===== src/design/cpu_config.svh =====
// core configuration for the datapath, register file, memory and counter widths
`ifndef CPU_CONFIG_SVH
`define CPU_CONFIG_SVH

// data and instruction word
`define DATA_W 32

// register index, 32 registers
`define REG_AW 5

// memory word addresses
`define IM_AW 10
`define DM_AW 10

// retired instruction counter
`define CNT_W 64

`endif

===== src/design/ctrl_pkg.sv =====
// control package with the sequencer states, datapath selections and strobe bundle
package ctrl_pkg;

  typedef enum logic [2:0] {
    stop     = 3'b000,
    fetch    = 3'b001,
    exe      = 3'b010,
    write    = 3'b011,
    lw_fetch = 3'b100,
    lw_write = 3'b101,
    sw_fetch = 3'b110,
    sw_write = 3'b111
  } ctrl_state_e;

  // immediate extension choice
  typedef enum logic [1:0] {
    imm5_ze  = 2'b00,
    imm15_se = 2'b01,
    imm15_ze = 2'b10,
    imm20_se = 2'b11
  } imm_sel_e;

  typedef enum logic [3:0] {
    alu_add,
    alu_sub,
    alu_and,
    alu_or,
    alu_xor,
    alu_srl,
    alu_sll,
    alu_rotr,
    alu_mov
  } alu_op_e;

  typedef struct packed {
    logic       im_fetch;
    logic       reg_read;
    logic       alu_execute;
    logic       dm_fetch;
    logic       dm_write;
    logic       reg_write;
    imm_sel_e   imm_sel;
    logic       use_imm;
    alu_op_e    alu_op;
    logic       wb_from_dm;
    logic [1:0] sv;
  } ctrl_t;

endpackage


===== src/design/isa_pkg.sv =====
// instruction set package with word types, opcode encodings and the decoded fields
`include "cpu_config.svh"

package isa_pkg;

  typedef logic [`DATA_W-1:0] word_t;
  typedef logic [`REG_AW-1:0] reg_addr_t;
  typedef logic [`IM_AW-1:0]  im_addr_t;
  typedef logic [`DM_AW-1:0]  dm_addr_t;

  // major opcode, bits 30:25
  typedef enum logic [5:0] {
    TYPE_BASIC = 6'b100000,
    ADDI       = 6'b101000,
    ORI        = 6'b101100,
    XORI       = 6'b101011,
    LWI        = 6'b000010,
    SWI        = 6'b001010,
    MOVI       = 6'b100010,
    TYPE_LS    = 6'b011100
  } opcode_e;

  // basic type sub-opcode, nop is srli r0, r0, 0
  typedef enum logic [4:0] {
    ADD   = 5'b00000,
    SUB   = 5'b00001,
    AND   = 5'b00010,
    XOR   = 5'b00011,
    OR    = 5'b00100,
    SLLI  = 5'b01000,
    SRLI  = 5'b01001,
    ROTRI = 5'b01011
  } basic_op_e;

  typedef enum logic [7:0] {
    LW = 8'b00000010,
    SW = 8'b00001010
  } ls_op_e;

  typedef struct packed {
    opcode_e   opcode;
    basic_op_e sub5;
    ls_op_e    sub8;
    logic [1:0]  sv;
    logic [4:0]  imm5;
    logic [14:0] imm15;
    logic [19:0] imm20;
    reg_addr_t rt;
    reg_addr_t ra;
    reg_addr_t rb;
  } decoded_t;

endpackage


===== src/design/exec_unit.sv =====
// execute unit that extends the immediate, selects operand b and runs the alu
`timescale 1ns/1ps
`include "cpu_config.svh"

module exec_unit import isa_pkg::*, ctrl_pkg::*; (
  input  logic     clock,
  input  logic     reset,
  input  ctrl_t    ctrl,
  input  decoded_t dec,
  input  word_t    rdata_a,
  input  word_t    rdata_b,
  output word_t    alu_result
);

  word_t                       imm;
  word_t                       opb;
  word_t                       result;
  logic [$clog2(`DATA_W)-1:0]  shamt;
  logic [2*`DATA_W-1:0]        rot;

  always_comb begin
    case (ctrl.imm_sel)
      imm15_se: imm = {{(`DATA_W-15){dec.imm15[14]}}, dec.imm15};
      imm15_ze: imm = {{(`DATA_W-15){1'b0}}, dec.imm15};
      imm20_se: imm = {{(`DATA_W-20){dec.imm20[19]}}, dec.imm20};
      default:  imm = {{(`DATA_W-5){1'b0}}, dec.imm5};
    endcase
  end

  // lw and sw scale the index register by sv
  assign opb   = ctrl.use_imm ? imm : (rdata_b << ctrl.sv);
  assign shamt = opb[$clog2(`DATA_W)-1:0];
  assign rot   = {rdata_a, rdata_a} >> shamt;

  always_comb begin
    case (ctrl.alu_op)
      alu_sub:  result = rdata_a - opb;
      alu_and:  result = rdata_a & opb;
      alu_or:   result = rdata_a | opb;
      alu_xor:  result = rdata_a ^ opb;
      alu_srl:  result = rdata_a >> shamt;
      alu_sll:  result = rdata_a << shamt;
      alu_rotr: result = rot[`DATA_W-1:0];
      alu_mov:  result = opb;
      default:  result = rdata_a + opb;
    endcase
  end

  always_ff @(posedge clock) begin
    if (reset) begin
      alu_result <= '0;
    end else if (ctrl.alu_execute) begin
      alu_result <= result;
    end
  end

endmodule


===== config.mk =====
export PLATFORM = sky130hd
export DESIGN_NAME = exec_unit
export DESIGN_NICKNAME = d
export VERILOG_FILES = /design/src/design/ctrl_pkg.sv /design/src/design/isa_pkg.sv /design/src/design/exec_unit.sv
export VERILOG_INCLUDE_DIRS = /design/src /design/src/design
export SDC_FILE = /design/constraint.sdc
export NUM_CORES = 1
export LEC_CHECK = 0
export BUFFER_PORTS_ARGS = -buffer_cell sky130_fd_sc_hd__buf_2
export CAP_MARGIN = 20
export CORE_MARGIN = 2
export CORE_UTILIZATION = 62
export CTS_CLUSTER_SIZE = 14
export DETAILED_ROUTE_END_ITERATION = 8
export PLACE_DENSITY = 0.85
export SYNTH_ARGS = -nofsm -noshare
export SYNTH_HDL_FRONTEND = slang
export SYNTH_SLANG_ARGS = --single-unit

===== constraint.sdc =====
create_clock -name clock -period 7.85 [get_ports clock]
set_input_delay 0 -clock clock [delete_from_list [all_inputs] [get_ports clock]]
set_output_delay 0 -clock clock [all_outputs]
set_load 0.05 [all_outputs]

Word level (Yosys, flattened, before mapping) --
Cells that the tools add are included.
Storage, ports and cells: bits in registers 32, input port bits 158, output and inout port bits 32, word-level logic and storage cells 24
Operators by class: add/subtract/negate cells 2, equal/unequal tests 11, shifts and indexed selects 4, multiplexer cells 3, bitwise logic cells 3
Operator list (count):
- $pmux W32 S8 | 1
- $pmux W32 S3 | 1
- $shr A64 B5 Y32 | 1
- $add A32 B32 Y32 | 1
- $and A32 B32 Y32 | 1
- $mux W32 | 1
- $or A32 B32 Y32 | 1
- $shl A32 B2 Y32 | 1
- $shl A32 B5 Y32 | 1
- $shr A32 B5 Y32 | 1
- $sub A32 B32 Y32 | 1
- $xor A32 B32 Y32 | 1
- $eq A4 B3 Y1 const B | 4
- $eq A4 B2 Y1 const B | 2
- $eq A2 B2 Y1 const B | 2
- $eq A4 B1 Y1 const B | 1
- $eq A4 B4 Y1 const B | 1
- $eq A2 B1 Y1 const B | 1

Logic depth before layout (Yosys ltp) --
word-level depth 5, depth in mapped cells 24

Worst setup path after synthesis --
No wires, ideal clock.
path kind in2reg, start input port ctrl[9] in the netlist's numbering, end register alu_result[30], setup time 0.144 ns, arrival time 4.348 ns, slack 3.358 ns, stages on the path 22, cells stage by stage buf_6 > buf_2 > buf_2 > mux2_2 > a221oi_1 > nor2_1 > nor4_1 > nand4_1 > nor2b_1 > buf_2 > a21oi_1 > xnor2_1 > ha_1 > clkbuf_1 > a21o_1 > a31o_2 > a221o_1 > o41ai_1 > o21ai_0 > nand4_1 > mux2i_1 > a311oi_1
On the way: longest elaborated chain between the ends 5, elaborated cells between the ends (all ways) 14, those cells by class add/sub (2); eq/ne (3); shift (3); mux (3); bitwise (3)
Ends and longest elaborated chain:
- start: declaration | RTL line exec_unit.sv:8 | input ctrl_t ctrl,
- $eq A2 B2 Y1 or $eq A2 B1 Y1 (tied branches) | RTL line exec_unit.sv:22 | case (ctrl.imm_sel)
- $pmux W32 S3 * | RTL line exec_unit.sv:22
- $mux W32 * | RTL line exec_unit.sv:31 | assign opb = ctrl.use_imm ? imm : (rdata_b << ctrl.sv);
- $add A32 B32 Y32, or another cell as far along | RTL line exec_unit.sv:45 | default: result = rdata_a + opb;
- $pmux W32 S8 * | RTL line exec_unit.sv:36 | case (ctrl.alu_op)
- end signal: assignment | RTL line exec_unit.sv:53 | alu_result <= result;
- end: declaration | RTL line exec_unit.sv:12 | output word_t alu_result
Every way passes the cells marked *; elsewhere a longest branch is shown, timed or not. A chain may end at the register's enable or synchronous reset.

Worst setup path after layout --
start input port ctrl[7] in the netlist's numbering, end register alu_result[26]
On the way: longest elaborated chain between the ends 3, elaborated cells between the ends (all ways) 10, those cells by class add/sub (2); shift (3); mux (2); bitwise (3)
Ends and longest elaborated chain (RTL line):
- $mux W32 * | exec_unit.sv:31
- $add A32 B32 Y32, or another cell as far along | exec_unit.sv:45
- $pmux W32 S8 * | exec_unit.sv:36
Marked as above.

==> run_results.csv <==
group,metric,value,unit
drt,drc,0,
sta,slew-limit-headroom,22.1,%
outcome,status,"completed",
placed_design,dp_hpwl,34.0,mm
clock_network,path_clk_slew,60,ps
synthesis,syn_area,10200,sq um
layout,fin_area,11200,sq um
clock_network,tritoncts,"yes",
run,maxCapViolCount,0,
layout,post-route-util,69.7,%
setup_path,crit_path_max_fanout,25,
global_routing,gr-usage-all-layers,49.8,%
synthesis,synth_compound_area_share,28.5,%
synthesis,synth_flop_cell,"dfxtp_1",
global_routing,grt_max_degree,59,
floorplanning,fp.dieW,132,um
global_routing,grt_pass1_wl,68.2,mm
synthesis,ys_seq_area_share,6.26,%
synthesis,async_reset_ff_share,0,%
hold_path,hp-class,"in -> reg",
placed_design,gp_congestion,1.06,
sta,fmax,163,MHz
setup_path,required,8030,ps
setup_path,crit_chain,"buf_2 -> inv_1 -> o221ai_1 -> o2111ai_1 -> nor3_1 -> nor2b_1 -> a21oi_1 -> xnor2_1 -> ha_1 -> a21o_1 -> a31o_2 -> a221o_1 -> o41ai_1 -> o21ai_0 -> xnor2_1 -> nand2_1 -> a32o_1",
floorplanning,fp-row-count,46,
sta,setup_violations,0,
drt,drtPass1Iterations,7,
clock_network,cts_resized,0,
clock_network,cts_setup_buffers,0,
floorplanning,start_util,64.0,%
floorplanning,io_pins,190,
clock_network,clkSinkCount,32,
clock_network,insertion_delay,280,ps
drt,drtAntennaViolNets,0,
sta,post-route-period-util,78.1,%
layout,reg_top3,"alu_result x32",
sta,finalHoldViolations,0,
sta,fin_skew,0,ps
pwr,power.density,148,nW/um^2
setup_path,critPathTopFamily,"compound AO/OA/AOI/OAI gates",
placed_design,preCtsSetupSlack,1640,ps
pwr,clkPwrFrac,14.2,%
sta,drv_slew,0,
setup_path,max_stage_delay,800,ps
synthesis,synth-simple-area-share,15.3,%
clock_network,cts-buffers-inserted,5,
setup_path,crit_arrival,6310,ps
layout,layout_common_cells,"mux2i_1 (158), buf_2 (147), nand2_1 (118), nor2_1 (95), ha_1 (94)",
synthesis,synth_fp_nets,1596,
sta,tns,0,ps
synthesis,yosysWarnings,0,
pwr,power.leakage,5.04,nW
synthesis,synth-seq-cells,32,
pwr,netSwitchingPower,893,uW
synthesis,synth_mux_area_share,26.4,%
global_routing,overflow,0,
synthesis,synth_adder_area_share,11.7,%
drt,wl_per_cell,27.6,um
setup_path,cp_num_buf_inv,2,
drt,vias_per_cell,7.55,
clock_network,clock_path_buffers,2,
sta,tightest_slew,1160,ps
synthesis,synth-xor-area-share,4.62,%
setup_path,cpMaxStageDelayCell,"o41ai_1",
global_routing,antenna_found_initial,1,
setup_path,critPathCaptureType,"flip-flop",
layout,nets,1674,
pwr,p_seq_share,12.1,%
setup_path,critical_path_class,"in -> reg",
floorplanning,core-area,16000,sq um
pwr,vdd_drop_max,0.0000889,V
placed_design,placed_cell_area,11000,sq um
synthesis,synth_cell_types,82,
drt,wl,45.2,mm
layout,top_register,"alu_result",
synthesis,syn_avg_cell_area,7.62,sq um
pwr,switching_share,53.9,%
sta,fin_ws,1720,ps
pwr,power_frac_comb,73.6,%
layout,syn2layout_area_growth,8.96,%
placed_design,placed_cells,1628,
floorplanning,die_h,132,um
sta,period_needed,6130,ps
synthesis,synth_enable_flop_cells,0,
pwr,internal-power,763,uW
drt,vias,12362,
clock_network,cts_max_level,2,
placed_design,portBuffers,147,
layout,diodes,0,
synthesis,synthCells,1343,
synthesis,synth_top_family_by_area,"compound AO/OA/AOI/OAI gates",
setup_path,crit_top_cell,"xnor2_1",
clock_network,postCtsHoldBufs,0,
drt,drt-initial-drc-count,1846,
layout,drive_above_1_share,19.2,%
layout,largest_register_ffs,32,
layout,instances_no_fill,1638,
global_routing,grt_pass1_vias,11458,
layout,final_common_cell,"mux2i_1",
clock_network,root_buffer,"clkbuf_16",
setup_path,startpoint_type,"input pin",
sta,rsz0062_at_grt,"no",
pwr,power,1.66,mW
floorplanning,die_area,17600,sq um
sta,hold_ws,285,ps
==> worst paths after layout <==
check | startpoint | to | slack [ps] | cells past startpoint
worst max register to register | alu_result[25] | alu_result[25] | 6480 | 5
worst min-delay path | reset | alu_result[15] | 290 | 2
worst min register to register | alu_result[3] | alu_result[3] | 460 | 2
worst max-delay path | ctrl[7] | alu_result[26] | 1720 | 17
==> layer usage <==
| metal | share of wire (%) | vias up | wire [um] | track usage (%) |
|---|---|---|---|---|
| met2 | 43 | 1071 | 19400 | 77.4 |
| met3 | 14 | 278 | 6220 | 11.5 |
| met4 | 7.8 | 2 | 3540 | 30.6 |
| met5 | 0.024 | - | 11 | 0 |
| li1 | - | 5272 | - | - |
| met1 | 36 | 5739 | 16000 | 62.5 |
==> power by group through the flow <==
stage / logic, mW / registers [mW] / clock network [mW]
4_1_cts: 1.16 / 0.199 / 0.232
2_1_floorplan: 0.754 / 0.267 / 0
3_3_place_gp: 1.14 / 0.201 / 0
6_report: 1.22 / 0.201 / 0.235
5_1_grt: 1.28 / 0.202 / 0.236
3_5_place_dp: 1.16 / 0.202 / 0
==> synthesized netlist by cell type (all sizes together), types with 20 or more instances <==
library cell | count | share of area, %
mux2i | 158 | 15
nand2 | 118 | 4.3
nor2 | 96 | 3.6
ha | 94 | 11
a21oi | 87 | 4.3
o21ai | 77 | 3.8
inv | 73 | 2.7
clkbuf | 51 | 1.9
buf | 48 | 2.5
xnor2 | 45 | 3.9
mux2 | 40 | 4.5
a221oi | 33 | 2.8
dfxtp | 32 | 6.3
mux4 | 29 | 6.5
a22oi | 26 | 1.9
nand3 | 24 | 1.2
nor3 | 24 | 1.2
o211ai | 23 | 1.7
o22ai | 23 | 1.4
a31oi | 20 | 1.2
==> final cells by class <==
| cell class | count | area, sq um |
|---|---|---|
| inverter | 75 | 283 |
| fill | 1356 | 4850 |
| clock inverter | 2 | 35.0 |
| multi-input combinational | 1137 | 8880 |
| sequential | 32 | 641 |
| timing repair buffer | 170 | 912 |
| tap | 216 | 270 |
| clock buffer | 6 | 129 |
==> worst reg2reg max path, cell delays in order (launching register included) <==
cell and delay [ps]:
dfxtp_1 370, a21oi_1 210, o211ai_1 190, a211oi_1 220
o221a_2 220, nor3_1 40
==> logic make-up after synthesis <==
| family | count (synthesis) |
|---|---|
| adder cells (fa/ha/maj) | 95 |
| XOR/XNOR | 54 |
| flip-flops | 32 |
| buffers and inverters | 174 |
| AND/OR/NAND/NOR | 338 |
| AO/OA/AOI/OAI | 423 |
| multiplexers | 227 |
Note: power is estimated with default switching activity, not from simulation.
