**config.mk**
```make
export PLATFORM = sky130hd
export DESIGN_NAME = ir_controller
export DESIGN_NICKNAME = d
export VERILOG_FILES = /design/src/design/ctrl_pkg.sv /design/src/design/isa_pkg.sv /design/src/design/ir_controller.sv
export VERILOG_INCLUDE_DIRS = /design/src /design/src/design
export SDC_FILE = /design/constraint.sdc
export NUM_CORES = 1
export LEC_CHECK = 0
export ABC_AREA = 0
export BUFFER_PORTS_ARGS = -buffer_cell sky130_fd_sc_hd__buf_2
export CAP_MARGIN = 10
export CORE_AREA = 2 2 110 112
export DETAILED_ROUTE_END_ITERATION = 7
export DIE_AREA = 0 0 112 114
export PLACE_DENSITY = 0.83
export SETUP_SLACK_MARGIN = 0.2
export SLEW_MARGIN = 20
export SYNTH_ARGS = -nofsm -noshare
export SYNTH_HDL_FRONTEND = slang
export SYNTH_SLANG_ARGS = --single-unit
```
**constraint.sdc**
```tcl
create_clock -name clock -period 5.4 [get_ports clock]
set_clock_uncertainty 0.15 [all_clocks]
set_input_delay 1.08 -clock clock [delete_from_list [all_inputs] [get_ports clock]]
set_output_delay 1.08 -clock clock [all_outputs]
set_load 0.01 [all_outputs]
```
**src/design/cpu_config.svh**
```systemverilog
// core configuration for the datapath, register file, memory and counter widths
`ifndef CPU_CONFIG_SVH
`define CPU_CONFIG_SVH

// data and instruction word
`define DATA_W 32

// register index, 32 registers
`define REG_AW 5

// memory word addresses
`define IM_AW 10
`define DM_AW 10

// retired instruction counter
`define CNT_W 64

`endif
```
**src/design/ctrl_pkg.sv**
```systemverilog
// control package with the sequencer states, datapath selections and strobe bundle
package ctrl_pkg;

  typedef enum logic [2:0] {
    stop     = 3'b000,
    fetch    = 3'b001,
    exe      = 3'b010,
    write    = 3'b011,
    lw_fetch = 3'b100,
    lw_write = 3'b101,
    sw_fetch = 3'b110,
    sw_write = 3'b111
  } ctrl_state_e;

  // immediate extension choice
  typedef enum logic [1:0] {
    imm5_ze  = 2'b00,
    imm15_se = 2'b01,
    imm15_ze = 2'b10,
    imm20_se = 2'b11
  } imm_sel_e;

  typedef enum logic [3:0] {
    alu_add,
    alu_sub,
    alu_and,
    alu_or,
    alu_xor,
    alu_srl,
    alu_sll,
    alu_rotr,
    alu_mov
  } alu_op_e;

  typedef struct packed {
    logic       im_fetch;
    logic       reg_read;
    logic       alu_execute;
    logic       dm_fetch;
    logic       dm_write;
    logic       reg_write;
    imm_sel_e   imm_sel;
    logic       use_imm;
    alu_op_e    alu_op;
    logic       wb_from_dm;
    logic [1:0] sv;
  } ctrl_t;

endpackage

```
**src/design/isa_pkg.sv**
```systemverilog
// instruction set package with word types, opcode encodings and the decoded fields
`include "cpu_config.svh"

package isa_pkg;

  typedef logic [`DATA_W-1:0] word_t;
  typedef logic [`REG_AW-1:0] reg_addr_t;
  typedef logic [`IM_AW-1:0]  im_addr_t;
  typedef logic [`DM_AW-1:0]  dm_addr_t;

  // major opcode, bits 30:25
  typedef enum logic [5:0] {
    TYPE_BASIC = 6'b100000,
    ADDI       = 6'b101000,
    ORI        = 6'b101100,
    XORI       = 6'b101011,
    LWI        = 6'b000010,
    SWI        = 6'b001010,
    MOVI       = 6'b100010,
    TYPE_LS    = 6'b011100
  } opcode_e;

  // basic type sub-opcode, nop is srli r0, r0, 0
  typedef enum logic [4:0] {
    ADD   = 5'b00000,
    SUB   = 5'b00001,
    AND   = 5'b00010,
    XOR   = 5'b00011,
    OR    = 5'b00100,
    SLLI  = 5'b01000,
    SRLI  = 5'b01001,
    ROTRI = 5'b01011
  } basic_op_e;

  typedef enum logic [7:0] {
    LW = 8'b00000010,
    SW = 8'b00001010
  } ls_op_e;

  typedef struct packed {
    opcode_e   opcode;
    basic_op_e sub5;
    ls_op_e    sub8;
    logic [1:0]  sv;
    logic [4:0]  imm5;
    logic [14:0] imm15;
    logic [19:0] imm20;
    reg_addr_t rt;
    reg_addr_t ra;
    reg_addr_t rb;
  } decoded_t;

endpackage

```
**src/design/ir_controller.sv**
```systemverilog
// instruction controller that fetches, decodes and steps each instruction through eight states
`timescale 1ns/1ps
`include "cpu_config.svh"

module ir_controller import isa_pkg::*, ctrl_pkg::*; (
  input  logic              clock,
  input  logic              reset,
  input  word_t             instr,
  output im_addr_t          im_address,
  output decoded_t          dec,
  output ctrl_t             ctrl,
  output logic [`CNT_W-1:0] ins_cnt
);

  ctrl_state_e state;
  ctrl_state_e state_next;
  im_addr_t    pc;
  word_t       ir;
  word_t       cur_word;
  logic        is_ls;
  logic        is_load;
  logic        is_sw;
  logic        is_store;
  logic        is_nop;

  assign im_address = pc;

  // during fetch the word is still only in the memory output register
  assign cur_word = (state == fetch) ? instr : ir;

  always_comb begin
    dec.opcode = opcode_e'(cur_word[30:25]);
    dec.sub5   = basic_op_e'(cur_word[4:0]);
    dec.sub8   = ls_op_e'(cur_word[7:0]);
    dec.sv     = cur_word[9:8];
    dec.imm5   = cur_word[14:10];
    dec.imm15  = cur_word[14:0];
    dec.imm20  = cur_word[19:0];
    dec.rt     = cur_word[24:20];
    dec.ra     = cur_word[19:15];
    dec.rb     = cur_word[14:10];
  end

  assign is_ls    = (dec.opcode == TYPE_LS);
  assign is_sw    = is_ls && (dec.sub8 == SW);
  assign is_load  = (is_ls && (dec.sub8 == LW)) || (dec.opcode == LWI);
  assign is_store = is_sw || (dec.opcode == SWI);
  assign is_nop   = (dec.opcode == TYPE_BASIC) && (dec.sub5 == SRLI) &&
                    (dec.rt == '0) && (dec.ra == '0) && (dec.imm5 == '0);

  // every instruction walks all eight states in a fixed order
  always_comb begin
    case (state)
      stop:     state_next = fetch;
      fetch:    state_next = exe;
      exe:      state_next = lw_fetch;
      lw_fetch: state_next = lw_write;
      lw_write: state_next = write;
      write:    state_next = sw_fetch;
      sw_fetch: state_next = sw_write;
      default:  state_next = stop;
    endcase
  end

  always_ff @(posedge clock) begin
    if (reset) begin
      state   <= stop;
      pc      <= '0;
      ins_cnt <= '0;
    end else begin
      state <= state_next;
      if (state == sw_write) begin
        pc <= pc + 1'b1;
        if (!is_nop) begin
          ins_cnt <= ins_cnt + 1'b1;
        end
      end
    end
  end

  always_ff @(posedge clock) begin
    if (state == fetch) begin
      ir <= instr;
    end
  end

  always_comb begin
    ctrl             = '0;
    ctrl.im_fetch    = (state == stop);
    ctrl.reg_read    = (state == fetch) || ((state == sw_fetch) && is_sw);
    ctrl.alu_execute = (state == exe);
    ctrl.dm_fetch    = (state == lw_fetch) && is_load;
    ctrl.reg_write   = (state == write) && !is_nop && !is_store;
    ctrl.dm_write    = (state == sw_write) && is_store;
    ctrl.wb_from_dm  = is_load;
    // register offset shift only for lw and sw
    ctrl.sv          = is_ls ? dec.sv : 2'b00;
    ctrl.imm_sel     = imm5_ze;
    ctrl.use_imm     = 1'b0;
    ctrl.alu_op      = alu_add;
    case (dec.opcode)
      TYPE_BASIC: begin
        case (dec.sub5)
          SUB:   ctrl.alu_op = alu_sub;
          AND:   ctrl.alu_op = alu_and;
          OR:    ctrl.alu_op = alu_or;
          XOR:   ctrl.alu_op = alu_xor;
          SRLI:  ctrl.alu_op = alu_srl;
          SLLI:  ctrl.alu_op = alu_sll;
          ROTRI: ctrl.alu_op = alu_rotr;
          default: ctrl.alu_op = alu_add;
        endcase
        ctrl.use_imm = (dec.sub5 == SRLI) || (dec.sub5 == SLLI) || (dec.sub5 == ROTRI);
      end
      ADDI: begin
        ctrl.imm_sel = imm15_se;
        ctrl.use_imm = 1'b1;
      end
      ORI: begin
        ctrl.imm_sel = imm15_ze;
        ctrl.use_imm = 1'b1;
        ctrl.alu_op  = alu_or;
      end
      XORI: begin
        ctrl.imm_sel = imm15_ze;
        ctrl.use_imm = 1'b1;
        ctrl.alu_op  = alu_xor;
      end
      MOVI: begin
        ctrl.imm_sel = imm20_se;
        ctrl.use_imm = 1'b1;
        ctrl.alu_op  = alu_mov;
      end
      LWI, SWI: begin
        ctrl.imm_sel = imm15_ze;
        ctrl.use_imm = 1'b1;
      end
      default: ctrl.use_imm = 1'b0;
    endcase
  end

  // an instruction that writes a register never stores
  assert property (@(posedge clock) disable iff (reset)
    ctrl.reg_write |-> !ctrl.dm_write ##2 !ctrl.dm_write);

  // a store lands five steps after execute and the next fetch follows
  assert property (@(posedge clock) disable iff (reset)
    ctrl.dm_write |-> $past(ctrl.alu_execute, 5) ##1 ctrl.im_fetch);

endmodule

```
After elaboration in Yosys (flattened, before gate mapping)
Index checks and enable logic that the tools add are counted.
{"block": "totals", "out_inout_bits": 166, "in_bits": 34, "reg_bits": 108, "wordCells": 63}
{"block": "classes", "bitwise": 1, "eq_ne": 24, "n_mux": 7, "n_reduce_logical": 25, "n_addsub": 2}
{"cell": "64-bit by 1-bit adder with 64-bit output (second input constant)", "count": 1}
{"cell": "3-bit case mux with 7 select lines", "count": 2}
{"cell": "31-bit 2-to-1 mux", "count": 1}
{"cell": "6-bit == test (second input constant)", "count": 5}
{"cell": "4-bit case mux with 4 select lines", "count": 1}
{"cell": "5-bit by 4-bit == test with 1-bit output (second input constant)", "count": 3}
{"cell": "5-bit logical NOT", "count": 3}
{"cell": "3-bit == test (second input constant)", "count": 4}
{"cell": "1-bit logical AND", "count": 11}
{"cell": "10-bit by 1-bit adder with 10-bit output (second input constant)", "count": 1}
{"cell": "5-bit by 2-bit == test with 1-bit output (second input constant)", "count": 2}
{"cell": "8-bit by 2-bit == test with 1-bit output (second input constant)", "count": 1}
{"cell": "8-bit by 4-bit == test with 1-bit output (second input constant)", "count": 1}
{"cell": "3-bit by 2-bit == test with 1-bit output (second input constant)", "count": 2}
{"cell": "6-bit by 2-bit == test with 1-bit output (second input constant)", "count": 1}
{"cell": "6-bit by 4-bit == test with 1-bit output (second input constant)", "count": 1}
{"cell": "6-bit by 5-bit == test with 1-bit output (second input constant)", "count": 1}
{"cell": "2-bit case mux with 3 select lines", "count": 1}
{"cell": "6-bit OR reduction", "count": 1}
{"cell": "5-bit by 1-bit == test with 1-bit output (second input constant)", "count": 1}
{"cell": "5-bit by 3-bit == test with 1-bit output (second input constant)", "count": 1}
{"cell": "1-bit logical OR", "count": 5}
{"cell": "4-bit OR reduction", "count": 1}
{"cell": "3-bit by 1-bit == test with 1-bit output (second input constant)", "count": 1}
{"cell": "other kinds (6)", "count": 7}

Longest topological paths before layout
Gate-level depths: netlist of the first run.
{"block": "depth", "ltp_word": 10, "depth_mapped": 9, "depth_no_buf": 6}

Worst setup path before layout of the first run
Ideal clock, no wire load.
{"block": "synth_path", "kind": "input-to-output", "start": "in instr[7]", "end": "out ctrl[12] (netlist bit)", "path_stages": 4, "n_path_buf": 0, "slack_ps": 1770, "arrival_time_ps": 2400, "cell_sequence": "or4_1 -> a21oi_2 -> nand4_2 -> a2111oi_2"}
{"element": "start, declared", "line": "ir_controller.sv:8", "rtl": "input word_t instr,"}
{"element": "end, declared", "line": "ir_controller.sv:11", "rtl": "output ctrl_t ctrl,"}

==> flow_summary_export.csv, run 1 <==
group,metric,value,unit
yosys,yosysSeqAreaShare,34.4,%
floorplanning,start_util,53.7,%
critical_path,slowest_stage,"nor3b_4",
final_layout,num-fill-cells,1064,
yosys,synth_flop_cell,"dfxtp_1",
global_route,antenna_found_initial,0,
final_layout,drive_gt1_share,30.5,%
yosys,synth_cells,774,
clocking,clock_sinks,108,
timing,slew_headroom,41.7,%
global_route,grt_usage,25.3,%
timing,rsz0062_at_grt,"no",
power,peakVddDrop,0.000344,V
run,drv_cap,0,
routing,vias_per_cell,5.87,
critical_path,worstSetupStartpointType,"flop",
timing,setup_tns,0,ps
critical_path,path_class,"reg -> out",
timing,finalMaxSlewViolations,0,
critical_path,arrival,3170,ps
final_layout,syn_to_final_growth,16.1,%
critical_path,crit_chain,"nor3b_4, buf_4, mux2_2, o211a_4, nand4_1, nor4bb_1, buf_2",
floorplanning,die_area,12800,um^2
clocking,cts_buffers,9,
global_route,grt_max_degree,115,
floorplanning,die_x,112,um
critical_path,cpPeakStageDelay,590,ps
yosys,netlist_area,6280,um^2
critical_path,reg2reg_from,"state[0]$_SDFF_PP0_",
yosys,syn_nets,810,
routing,drt_wl_total,16.9,mm
global_route,grt_first_pass_wirelength,26.7,mm
critical_path,worstPathRequired,4170,ps
clocking,cts_buffer_depth,2,
placement,gp_congestion,0.851,
timing,setup_ws,1000,ps
critical_path,path_max_fanout,23,
yosys,synth-edff-count,0,
routing,drc,0,
global_route,grt_remaining_overflow,0,
clocking,postCtsSetupRepairBufs,0,
final_layout,diodes,0,
floorplanning,core-area,11700,um^2
floorplanning,rows,40,
clocking,htreeDepth,3,
clocking,clock_latency,350,ps
critical_path,critical_path.endpoint_type,"output port",
timing,hold_viol_final,0,
critical_path,r2r_slack,2220,ps
final_layout,nNetsFinal,932,
routing,first_iter_violations,525,
timing,tightest_slew,875,ps
global_route,grt_pass1_vias,5279,
timing,timing.fmax,227,MHz
floorplanning,die_y,114,um
timing,timing.final.crit_period,4400,ps
critical_path,cp-startpoint,"state[0]$_SDFF_PP0_",
status,outcome,"complete, no violations",
yosys,synth.avg_cell_area,8.12,um^2
critical_path,ff2ff_path_depth,6,
routing,ant_nets,0,
yosys,yosysWarnings,0,
critical_path,reg2reg_to,"ins_cnt[52]$_SDFFE_PP0P_",
clocking,cts_tree,"built",
worst_hold_path,min_path_type,"reg -> reg",
routing,dr.pass1.iters,5,
yosys,yosysUniqueCellTypes,55,
timing,timing.final.crit_share,81.5,%
placement,numPortBuffers,198,
yosys,synth-seq-cells,108,
power,power_density,321,nW/um^2
floorplanning,io_pins,200,
critical_path,cp-endpoint,"ctrl[10]",
clocking,holdBufCountCts,0,
clocking,cts_resized,0,
clocking,cts-root-buf,"clkbuf_16",
routing,wl_per_cell,16.2,um
placement,pre_cts_ws,1420,ps
timing,fin_hold_ws,313,ps
timing,setup-violations-final,0,
power,power_leakage,3.11,nW
yosys,ys_async_sr_fraction,0,%
clocking,clk_pin_slew,70,ps
routing,via_count,6152,
placement,place_hpwl,11.8,mm
==> routing by layer <==
layer | vias up | part of all wire [%] | global-route usage (%)
li1 | 3013 | - | -
met1 | 2890 | 45 | 34.2
met2 | 230 | 47 | 41.6
met3 | 19 | 6.7 | 5.74
met4 | 0 | 1.2 | 5.93
met5 | - | 0 | 0
==> report_power, final <==
| part | internal [mW] | switching (mW) | total, mW | leakage (nW) |
|---|---|---|---|---|
| Sequential | 0.880 | 0.0567 | 0.937 | 0.881 |
| Combinational | 0.250 | 0.413 | 0.663 | 2.06 |
| Clock | 0.452 | 0.292 | 0.745 | 0.163 |
| Total | 1.58 | 0.762 | 2.34 | 3.11 |
==> placed cells by master (no fill, tap or decap), types with 2 or more instances in the layout <==
cell | Yosys | routed
buf_2 | 10 | 197
dfxtp_1 | 108 | 108
nand2_1 | 97 | 97
nor2_1 | 78 | 78
nand4_1 | 48 | 48
mux2_2 | 38 | 38
nor4_1 | 38 | 38
a21oi_1 | 33 | 33
nor2b_1 | 31 | 31
nand3_1 | 30 | 29
or4_1 | 27 | 27
o31ai_1 | 25 | 25
nor3_1 | 16 | 16
inv_1 | 15 | 15
and3_1 | 11 | 11
clkbuf_16 | 0 | 9
xor2_1 | 8 | 8
o21ai_0 | 6 | 6
nor4b_1 | 6 | 6
and4_1 | 6 | 6
mux2i_1 | 5 | 5
and2_1 | 5 | 5
buf_4 | 48 | 5
nor3b_1 | 4 | 4
nor4_4 | 4 | 4
mux2_1 | 4 | 4
mux2i_4 | 3 | 3
or3_1 | 3 | 3
xnor2_1 | 3 | 3
bufinv_16 | 0 | 3
inv_2 | 2 | 2
a21o_1 | 2 | 2
nand2b_1 | 2 | 2
nand3b_1 | 2 | 2
ha_1 | 2 | 2
clkbuf_1 | 29 | 2
clkinv_2 | 0 | 2
==> per-stage QoR <==
step                area (um^2)  utilization (%)  power, mW  instances
global placement           6960             59.4       1.60       1032
finish                     7290             62.3       2.34       1048
detailed placement         6960             59.4       1.61       1032
global route               7290             62.3       2.45       1048
floorplan                  6280                -       1.49        774
CTS                        7290             62.2       2.35       1048
==> worst max-delay path, delay by kind of cell, from the launching register on <==
family	cells	cell delay [ps]
AND/OR/NAND/NOR	3	1010
buffers and inverters	2	590
flip-flops	1	580
multiplexers	1	440
AO/OA/AOI/OAI	1	190
==> worst min-delay path by stage <==
stage                         from        endpoint  cells after the start
global placement    ir[21]$_DFF_P_  ir[21]$_DFF_P_                      2
detailed placement  ir[20]$_DFF_P_  ir[20]$_DFF_P_                      2
CTS                 ir[20]$_DFF_P_  ir[20]$_DFF_P_                      2
finish              ir[20]$_DFF_P_  ir[20]$_DFF_P_                      2
global route        ir[20]$_DFF_P_  ir[20]$_DFF_P_                      2
floorplan           ir[22]$_DFF_P_  ir[22]$_DFF_P_                      2
==> cells by family (layout without fill, tap and decap cells) <==
kind of cell	count (synthesis)	count (layout)	share of synthesized area, %
AO/OA/AOI/OAI	76	76	7.87
XOR/XNOR	11	11	1.53
buffers and inverters	109	236	9.82
flip-flops	108	108	34.4
AND/OR/NAND/NOR	417	417	36.4
adder cells (fa/ha/maj)	3	3	0.557
multiplexers	50	50	9.40
==> state kept, by name (all words and copies together) (netlist names) <==
| name | cells |
|---|---|
| ins_cnt | 64 |
| state | 3 |
| ir | 31 |
| im_address | 10 |
==> area by class of cell <==
class / count / area (um^2) / area share [%]
Timing Repair Buffer: 203 / 1030 / 14.2
Clock inverter: 5 / 100 / 1.37
Sequential cell: 108 / 2160 / 29.6
Inverter: 17 / 63.8 / 0.875
Clock buffer: 11 / 233 / 3.19
Multi-Input combinational cell: 557 / 3520 / 48.2
Tap cell: 147 / 184 / 2.52
==> cells in the mapped netlist, types with 4 or more instances <==
master,n,area share [%]
buf_4,48,5.7
a21oi_1,33,2.6
nor2_1,78,4.7
inv_1,15,0.90
nor4_4,4,1.4
nor2b_1,31,3.1
or4_1,27,3.2
and4_1,6,0.84
nor3_1,16,1.3
nand3_1,30,2.4
and2_1,5,0.50
nor3b_1,4,0.48
nand2_1,97,5.8
buf_2,10,0.80
nor4b_1,6,0.84
and3_1,11,1.1
dfxtp_1,108,34
mux2i_1,5,0.80
o31ai_1,25,3.0
nand4_1,48,4.8
clkbuf_1,29,1.7
nor4_1,38,3.8
o21ai_0,6,0.48
mux2_1,4,0.72
mux2_2,38,6.8
xor2_1,8,1.1
Note: power is estimated with default switching activity, not from simulation.
==> inputs of run 2 (changes only) <==
CORE_AREA = 2 2 113 115   (was 2 2 110 112)
DIE_AREA = 0 0 115 117   (was 0 0 112 114)
PLACE_DENSITY = 0.8   (was 0.83)
clock period = 4.18 ns   (was 5.4 ns; I/O delays follow)
==> flow_summary_export.csv, run 2 (same netlist as run 1, synthesis figures left out) <==
group,metric,value,unit
power,internal-power,2.03,mW
run,drv_cap,0,
global_route,grt_max_degree,115,
final_layout,diodes,0,
routing,drc,0,
floorplanning,die_y,117,um
global_route,antenna_found_initial,0,
placement,pre_cts_ws,436,ps
timing,setup-violations-final,0,
power,clockPowerShare,31.2,%
critical_path,worstPathRequired,3190,ps
timing,timing.final.crit_share,93.1,%
timing,setup_tns,0,ps
timing,tightest_slew,810,ps
timing,timing.fmax,257,MHz
clocking,clk_pin_slew,70,ps
floorplanning,core-area,12300,um^2
global_route,grt_first_pass_wirelength,26.1,mm
floorplanning,start_util,51.0,%
critical_path,cpPeakStageDelay,480,ps
final_layout,drive_gt1_share,31.9,%
routing,drt_wl_total,16.6,mm
clocking,cts_buffer_depth,2,
clocking,clock_latency,360,ps
power,power_leakage,3.14,nW
clocking,cts_tree,"built",
final_layout,mostFrequentLayoutCell,"buf_2",
power,peakVddDrop,0.000244,V
critical_path,crit_chain,"or3b_4, buf_4, buf_4, nor3_1, o211a_4, nand4_2, a2111oi_2, buf_2",
worst_hold_path,min_path_type,"reg -> reg",
global_route,grt_pass1_vias,5242,
timing,timing.final.crit_period,3890,ps
timing,fin_hold_ws,319,ps
clocking,htreeDepth,3,
timing,slew_headroom,46.0,%
power,p_sw_share,32.9,%
final_layout,nNetsFinal,940,
power,p_comb_share,28.8,%
routing,wl_per_cell,15.6,um
timing,setup_ws,289,ps
critical_path,path_class,"reg -> out",
power,pwr-share-seq,40.0,%
clocking,clock_sinks,108,
global_route,grt_remaining_overflow,0,
placement,numPortBuffers,198,
power,power.switching,996,uW
floorplanning,io_pins,200,
final_layout,largest_register_ffs,64,
clocking,cts_buffers,9,
power,power_density,410,nW/um^2
clocking,cts-root-buf,"clkbuf_16",
placement,gp_congestion,0.865,
final_layout,num-fill-cells,1105,
critical_path,path_buf_inv,3,
routing,vias_per_cell,5.82,
routing,via_count,6161,
timing,hold_viol_final,0,
critical_path,worstSetupStartpointType,"flop",
critical_path,arrival,2910,ps
critical_path,slowest_stage,"a2111oi_2",
status,outcome,"complete, no violations",
final_layout,final_cell_mix,"197 x buf_2, 106 x dfxtp_1, 97 x nand2_1, 78 x nor2_1, 48 x nand4_1",
critical_path,path_delay_family,"simple AND/OR/NAND/NOR gates",
timing,finalMaxSlewViolations,0,
global_route,grt_usage,24.1,%
final_layout,syn_to_final_growth,17.6,%
floorplanning,rows,41,
critical_path,crit_path_frequent_cell,"buf_4",
timing,rsz0062_at_grt,"yes",
routing,ant_nets,0,
routing,dr.pass1.iters,5,
critical_path,path_max_fanout,12,
floorplanning,die_x,115,um
placement,place_hpwl,11.8,mm
floorplanning,die_area,13500,um^2
critical_path,critical_path.endpoint_type,"output port",
final_layout,top_register,"ins_cnt",
routing,first_iter_violations,564,
[run 2: worst reg2reg max path, cell delays in order (launching register included)]
cell and delay, ps:
dfxtp_1 420, ha_1 220, and4_1 280, and3_1 510, nand4_1 360, nor4_1 380
mux2_2 370
[run 2: per-stage QoR]
step / std cells / cell area (um^2) / power (mW) / util, %
global route: 1059 / 7390 / 3.18 / 60.0
floorplan: 774 / 6280 / 1.92 / -
global placement: 1038 / 7000 / 2.07 / 56.8
finish: 1059 / 7390 / 3.03 / 60.0
detailed placement: 1038 / 7000 / 2.08 / 56.8
CTS: 1058 / 7370 / 3.05 / 59.9
[run 2: routing by layer]
layer,GRT usage [%],routed length (um),vias up
met1,31.9,7270,2884
met5,0,0,-
met2,38.3,7710,230
li1,-,-,3015
met4,9.48,422,0
met3,5.72,1160,32
[run 2: worst paths after layout]
kind | start | end | slack [ps] | cells past startpoint
worst min-delay path | ir[20]$_DFF_P_ | ir[20]$_DFF_P_ | 320 | 2
worst max-delay path | state[0]$_SDFF_PP0_ | ctrl[12] | 290 | 8
worst min register to register | ir[20]$_DFF_P_ | ir[20]$_DFF_P_ | 320 | 2
worst max register to register | ins_cnt[0]$_SDFFE_PP0P_ | ins_cnt[40]$_SDFFE_PP0P_ | 1380 | 6
[run 2: area by class of cell]
class                   instances  area [um^2]  share of cell area, %
well taps                     150          188                   2.54
multi-input cells             557         3530                   47.8
repair buffers                211         1110                   15.0
clock buffers                  11          253                   3.42
flip-flops and latches        108         2160                   29.3
inverters                      17         63.8                  0.863
clock inverters                 5         83.8                   1.13
[run 2: power groups by stage]
stage	combinational [mW]	sequential, mW	clock (mW)
after floorplan	0.718	1.21	0
after global placement	0.842	1.23	0
after detailed placement	0.850	1.23	0
after CTS	0.868	1.21	0.970
after global routing	0.953	1.22	1.00
final	0.872	1.21	0.946
[run 2: timing repair]
| item | CTS | global route |
|---|---|---|
| setup endpoints to repair | 1 | 2 |
| setup buffers | 4 | 1 |
| cloned | 0 | 0 |
| pin swaps | 1 | 1 |
| hold buffers | 0 | 0 |
| gates resized for setup | 2 | 3 |
==> inputs of run 3 (changes only) <==
==> constraint.sdc (replaced) <==
create_clock -name clock -period 4.18 [get_ports clock]
set_clock_uncertainty 0.15 [all_clocks]
set_input_delay 0.627 -clock clock [delete_from_list [all_inputs] [get_ports clock]]
set_output_delay 0.627 -clock clock [all_outputs]
set_load 0.01 [all_outputs]
==> flow_summary_export.csv, run 3 (same netlist as run 1, synthesis figures left out) <==
group,metric,value,unit
status,outcome,"complete, no violations",
worst_hold_path,hold_path_depth,2,
floorplanning,die_area,13500,um^2
critical_path,reg2reg_to,"ins_cnt[40]$_SDFFE_PP0P_",
critical_path,ff2ff_path_depth,6,
routing,via_count,6103,
final_layout,nNetsFinal,935,
global_route,grt_max_degree,115,
power,peakVddDrop,0.000187,V
routing,vias_per_cell,5.80,
clocking,clock_latency,350,ps
timing,setup_tns,0,ps
final_layout,final_cell_mix,"197 x buf_2, 107 x dfxtp_1, 97 x nand2_1, 78 x nor2_1, 48 x nand4_1",
timing,hold_viol_final,0,
placement,placed_cell_area,6990,um^2
final_layout,mostFrequentLayoutCell,"buf_2",
power,power_density,400,nW/um^2
final_layout,syn_to_final_growth,16.2,%
floorplanning,io_pins,200,
clocking,clock_sinks,108,
clocking,htreeDepth,3,
final_layout,num-fill-cells,1117,
routing,first_iter_violations,548,
floorplanning,die_y,117,um
timing,slew_headroom,46.4,%
timing,timing.final.crit_share,88.8,%
routing,drt_wl_total,16.6,mm
final_layout,largest_register_ffs,64,
timing,rsz0062_at_grt,"no",
worst_hold_path,holdCritStartpoint,"ir[22]$_DFF_P_",
floorplanning,rows,41,
timing,setup-violations-final,0,
global_route,grt_usage,23.9,%
critical_path,worstSetupStartpointType,"flop",
critical_path,path_delay_family,"simple AND/OR/NAND/NOR gates",
critical_path,cpPeakStageDelay,620,ps
global_route,antenna_found_initial,0,
global_route,grt_first_pass_wirelength,26.1,mm
critical_path,arrival,2930,ps
clocking,cts-root-buf,"clkbuf_16",
critical_path,crit_chain,"or3b_4, mux2_2, nor4_4, nand4_2, a2111oi_2, buf_2",
placement,gp_congestion,0.876,
critical_path,critical_path.endpoint_type,"output port",
power,power_leakage,3.10,nW
routing,dr.pass1.iters,5,
floorplanning,core-area,12300,um^2
critical_path,slowest_stage,"dfxtp_1",
run,drv_cap,0,
critical_path,path_buf_inv,1,
routing,wl_per_cell,15.8,um
final_layout,diodes,0,
timing,finalMaxSlewViolations,0,
clocking,cts_buffer_depth,2,
critical_path,worstPathRequired,3400,ps
critical_path,path_class,"reg -> out",
global_route,grt_remaining_overflow,0,
routing,ant_nets,0,
worst_hold_path,min_path_type,"reg -> reg",
clocking,clk_pin_slew,70,ps
timing,timing.final.crit_period,3710,ps
global_route,grt_pass1_vias,5224,
final_layout,seq_area,2160,um^2
timing,timing.fmax,270,MHz
final_layout,top_register,"ins_cnt",
timing,tightest_slew,798,ps
floorplanning,start_util,51.0,%
clocking,cts_tree,"built",
placement,numPortBuffers,198,
critical_path,r2r_slack,1320,ps
placement,place_hpwl,11.8,mm
final_layout,fin_area,7300,um^2
floorplanning,die_x,115,um
worst_hold_path,min_to,"ir[22]$_DFF_P_",
final_layout,multi_input_area,3530,um^2
critical_path,path_max_fanout,16,
clocking,cts_buffers,9,
routing,drc,0,
final_layout,drive_gt1_share,31.1,%
critical_path,reg2reg_from,"ins_cnt[10]$_SDFFE_PP0P_",
-- run 3: per-stage QoR --
step	power (mW)	hold WS (ps)	instances	worst slack, ps	util, %
6_report	2.92	320	1053	470	59.3
5_1_grt	3.07	343	1053	226	59.3
4_1_cts	2.93	321	1052	282	59.1
3_5_place_dp	2.08	308	1037	686	56.8
3_3_place_gp	2.07	302	1037	769	56.8
2_1_floorplan	1.92	352	774	1090	-
-- run 3: timing repair --
| item | CTS | global route |
|---|---|---|
| endpoints found under the hold margin | 0 | 0 |
| gates resized for setup | 0 | 2 |
| hold buffers | 0 | 0 |
| setup endpoints to repair | 0 | 1 |
| setup buffers | 0 | 0 |
-- run 3: how the worst max path moves through the flow --
stage          depth (start not counted)       end  slack (ps)                 from
6_report                               6  ctrl[12]         470  state[1]$_SDFF_PP0_
5_1_grt                                8  ctrl[12]         230  state[0]$_SDFF_PP0_
4_1_cts                                8  ctrl[12]         280  state[0]$_SDFF_PP0_
3_5_place_dp                           8  ctrl[12]         690  state[0]$_SDFF_PP0_
3_3_place_gp                           8  ctrl[12]         770  state[0]$_SDFF_PP0_
2_1_floorplan                          7  ctrl[12]        1090  state[1]$_SDFF_PP0_
-- run 3: power breakdown --
group | leakage [nW] | internal [mW] | switching, mW
Clock | 0.144 | 0.475 | 0.377
Sequential | 0.882 | 1.14 | 0.0724
Combinational | 2.08 | 0.327 | 0.530
Total | 3.10 | 1.94 | 0.979
-- run 3: layout make-up --
cell class | instances | share of cell area [%]
clock inverters | 5 | 0.720
well taps | 150 | 2.57
repair buffers | 205 | 14.6
inverters | 17 | 0.874
flip-flops and latches | 108 | 29.6
clock buffers | 10 | 3.27
multi-input cells | 558 | 48.4
-- run 3: tightest hold or removal path, cell delays in order (launching register included) --
cell and delay [ps]:
dfxtp_1 310, nand2_1 50, nand2_1 60
-- run 3: routing by layer --
layer / track usage (%) / share of wire (%) / vias up / wire [um]
li1: - / - / 3003 / -
met1: 31.9 / 44 / 2870 / 7310
met2: 39.4 / 49 / 217 / 8090
met3: 5.30 / 6.3 / 13 / 1050
met4: 6.35 / 0.82 / 0 / 136
met5: 0 / 0 / - / 0
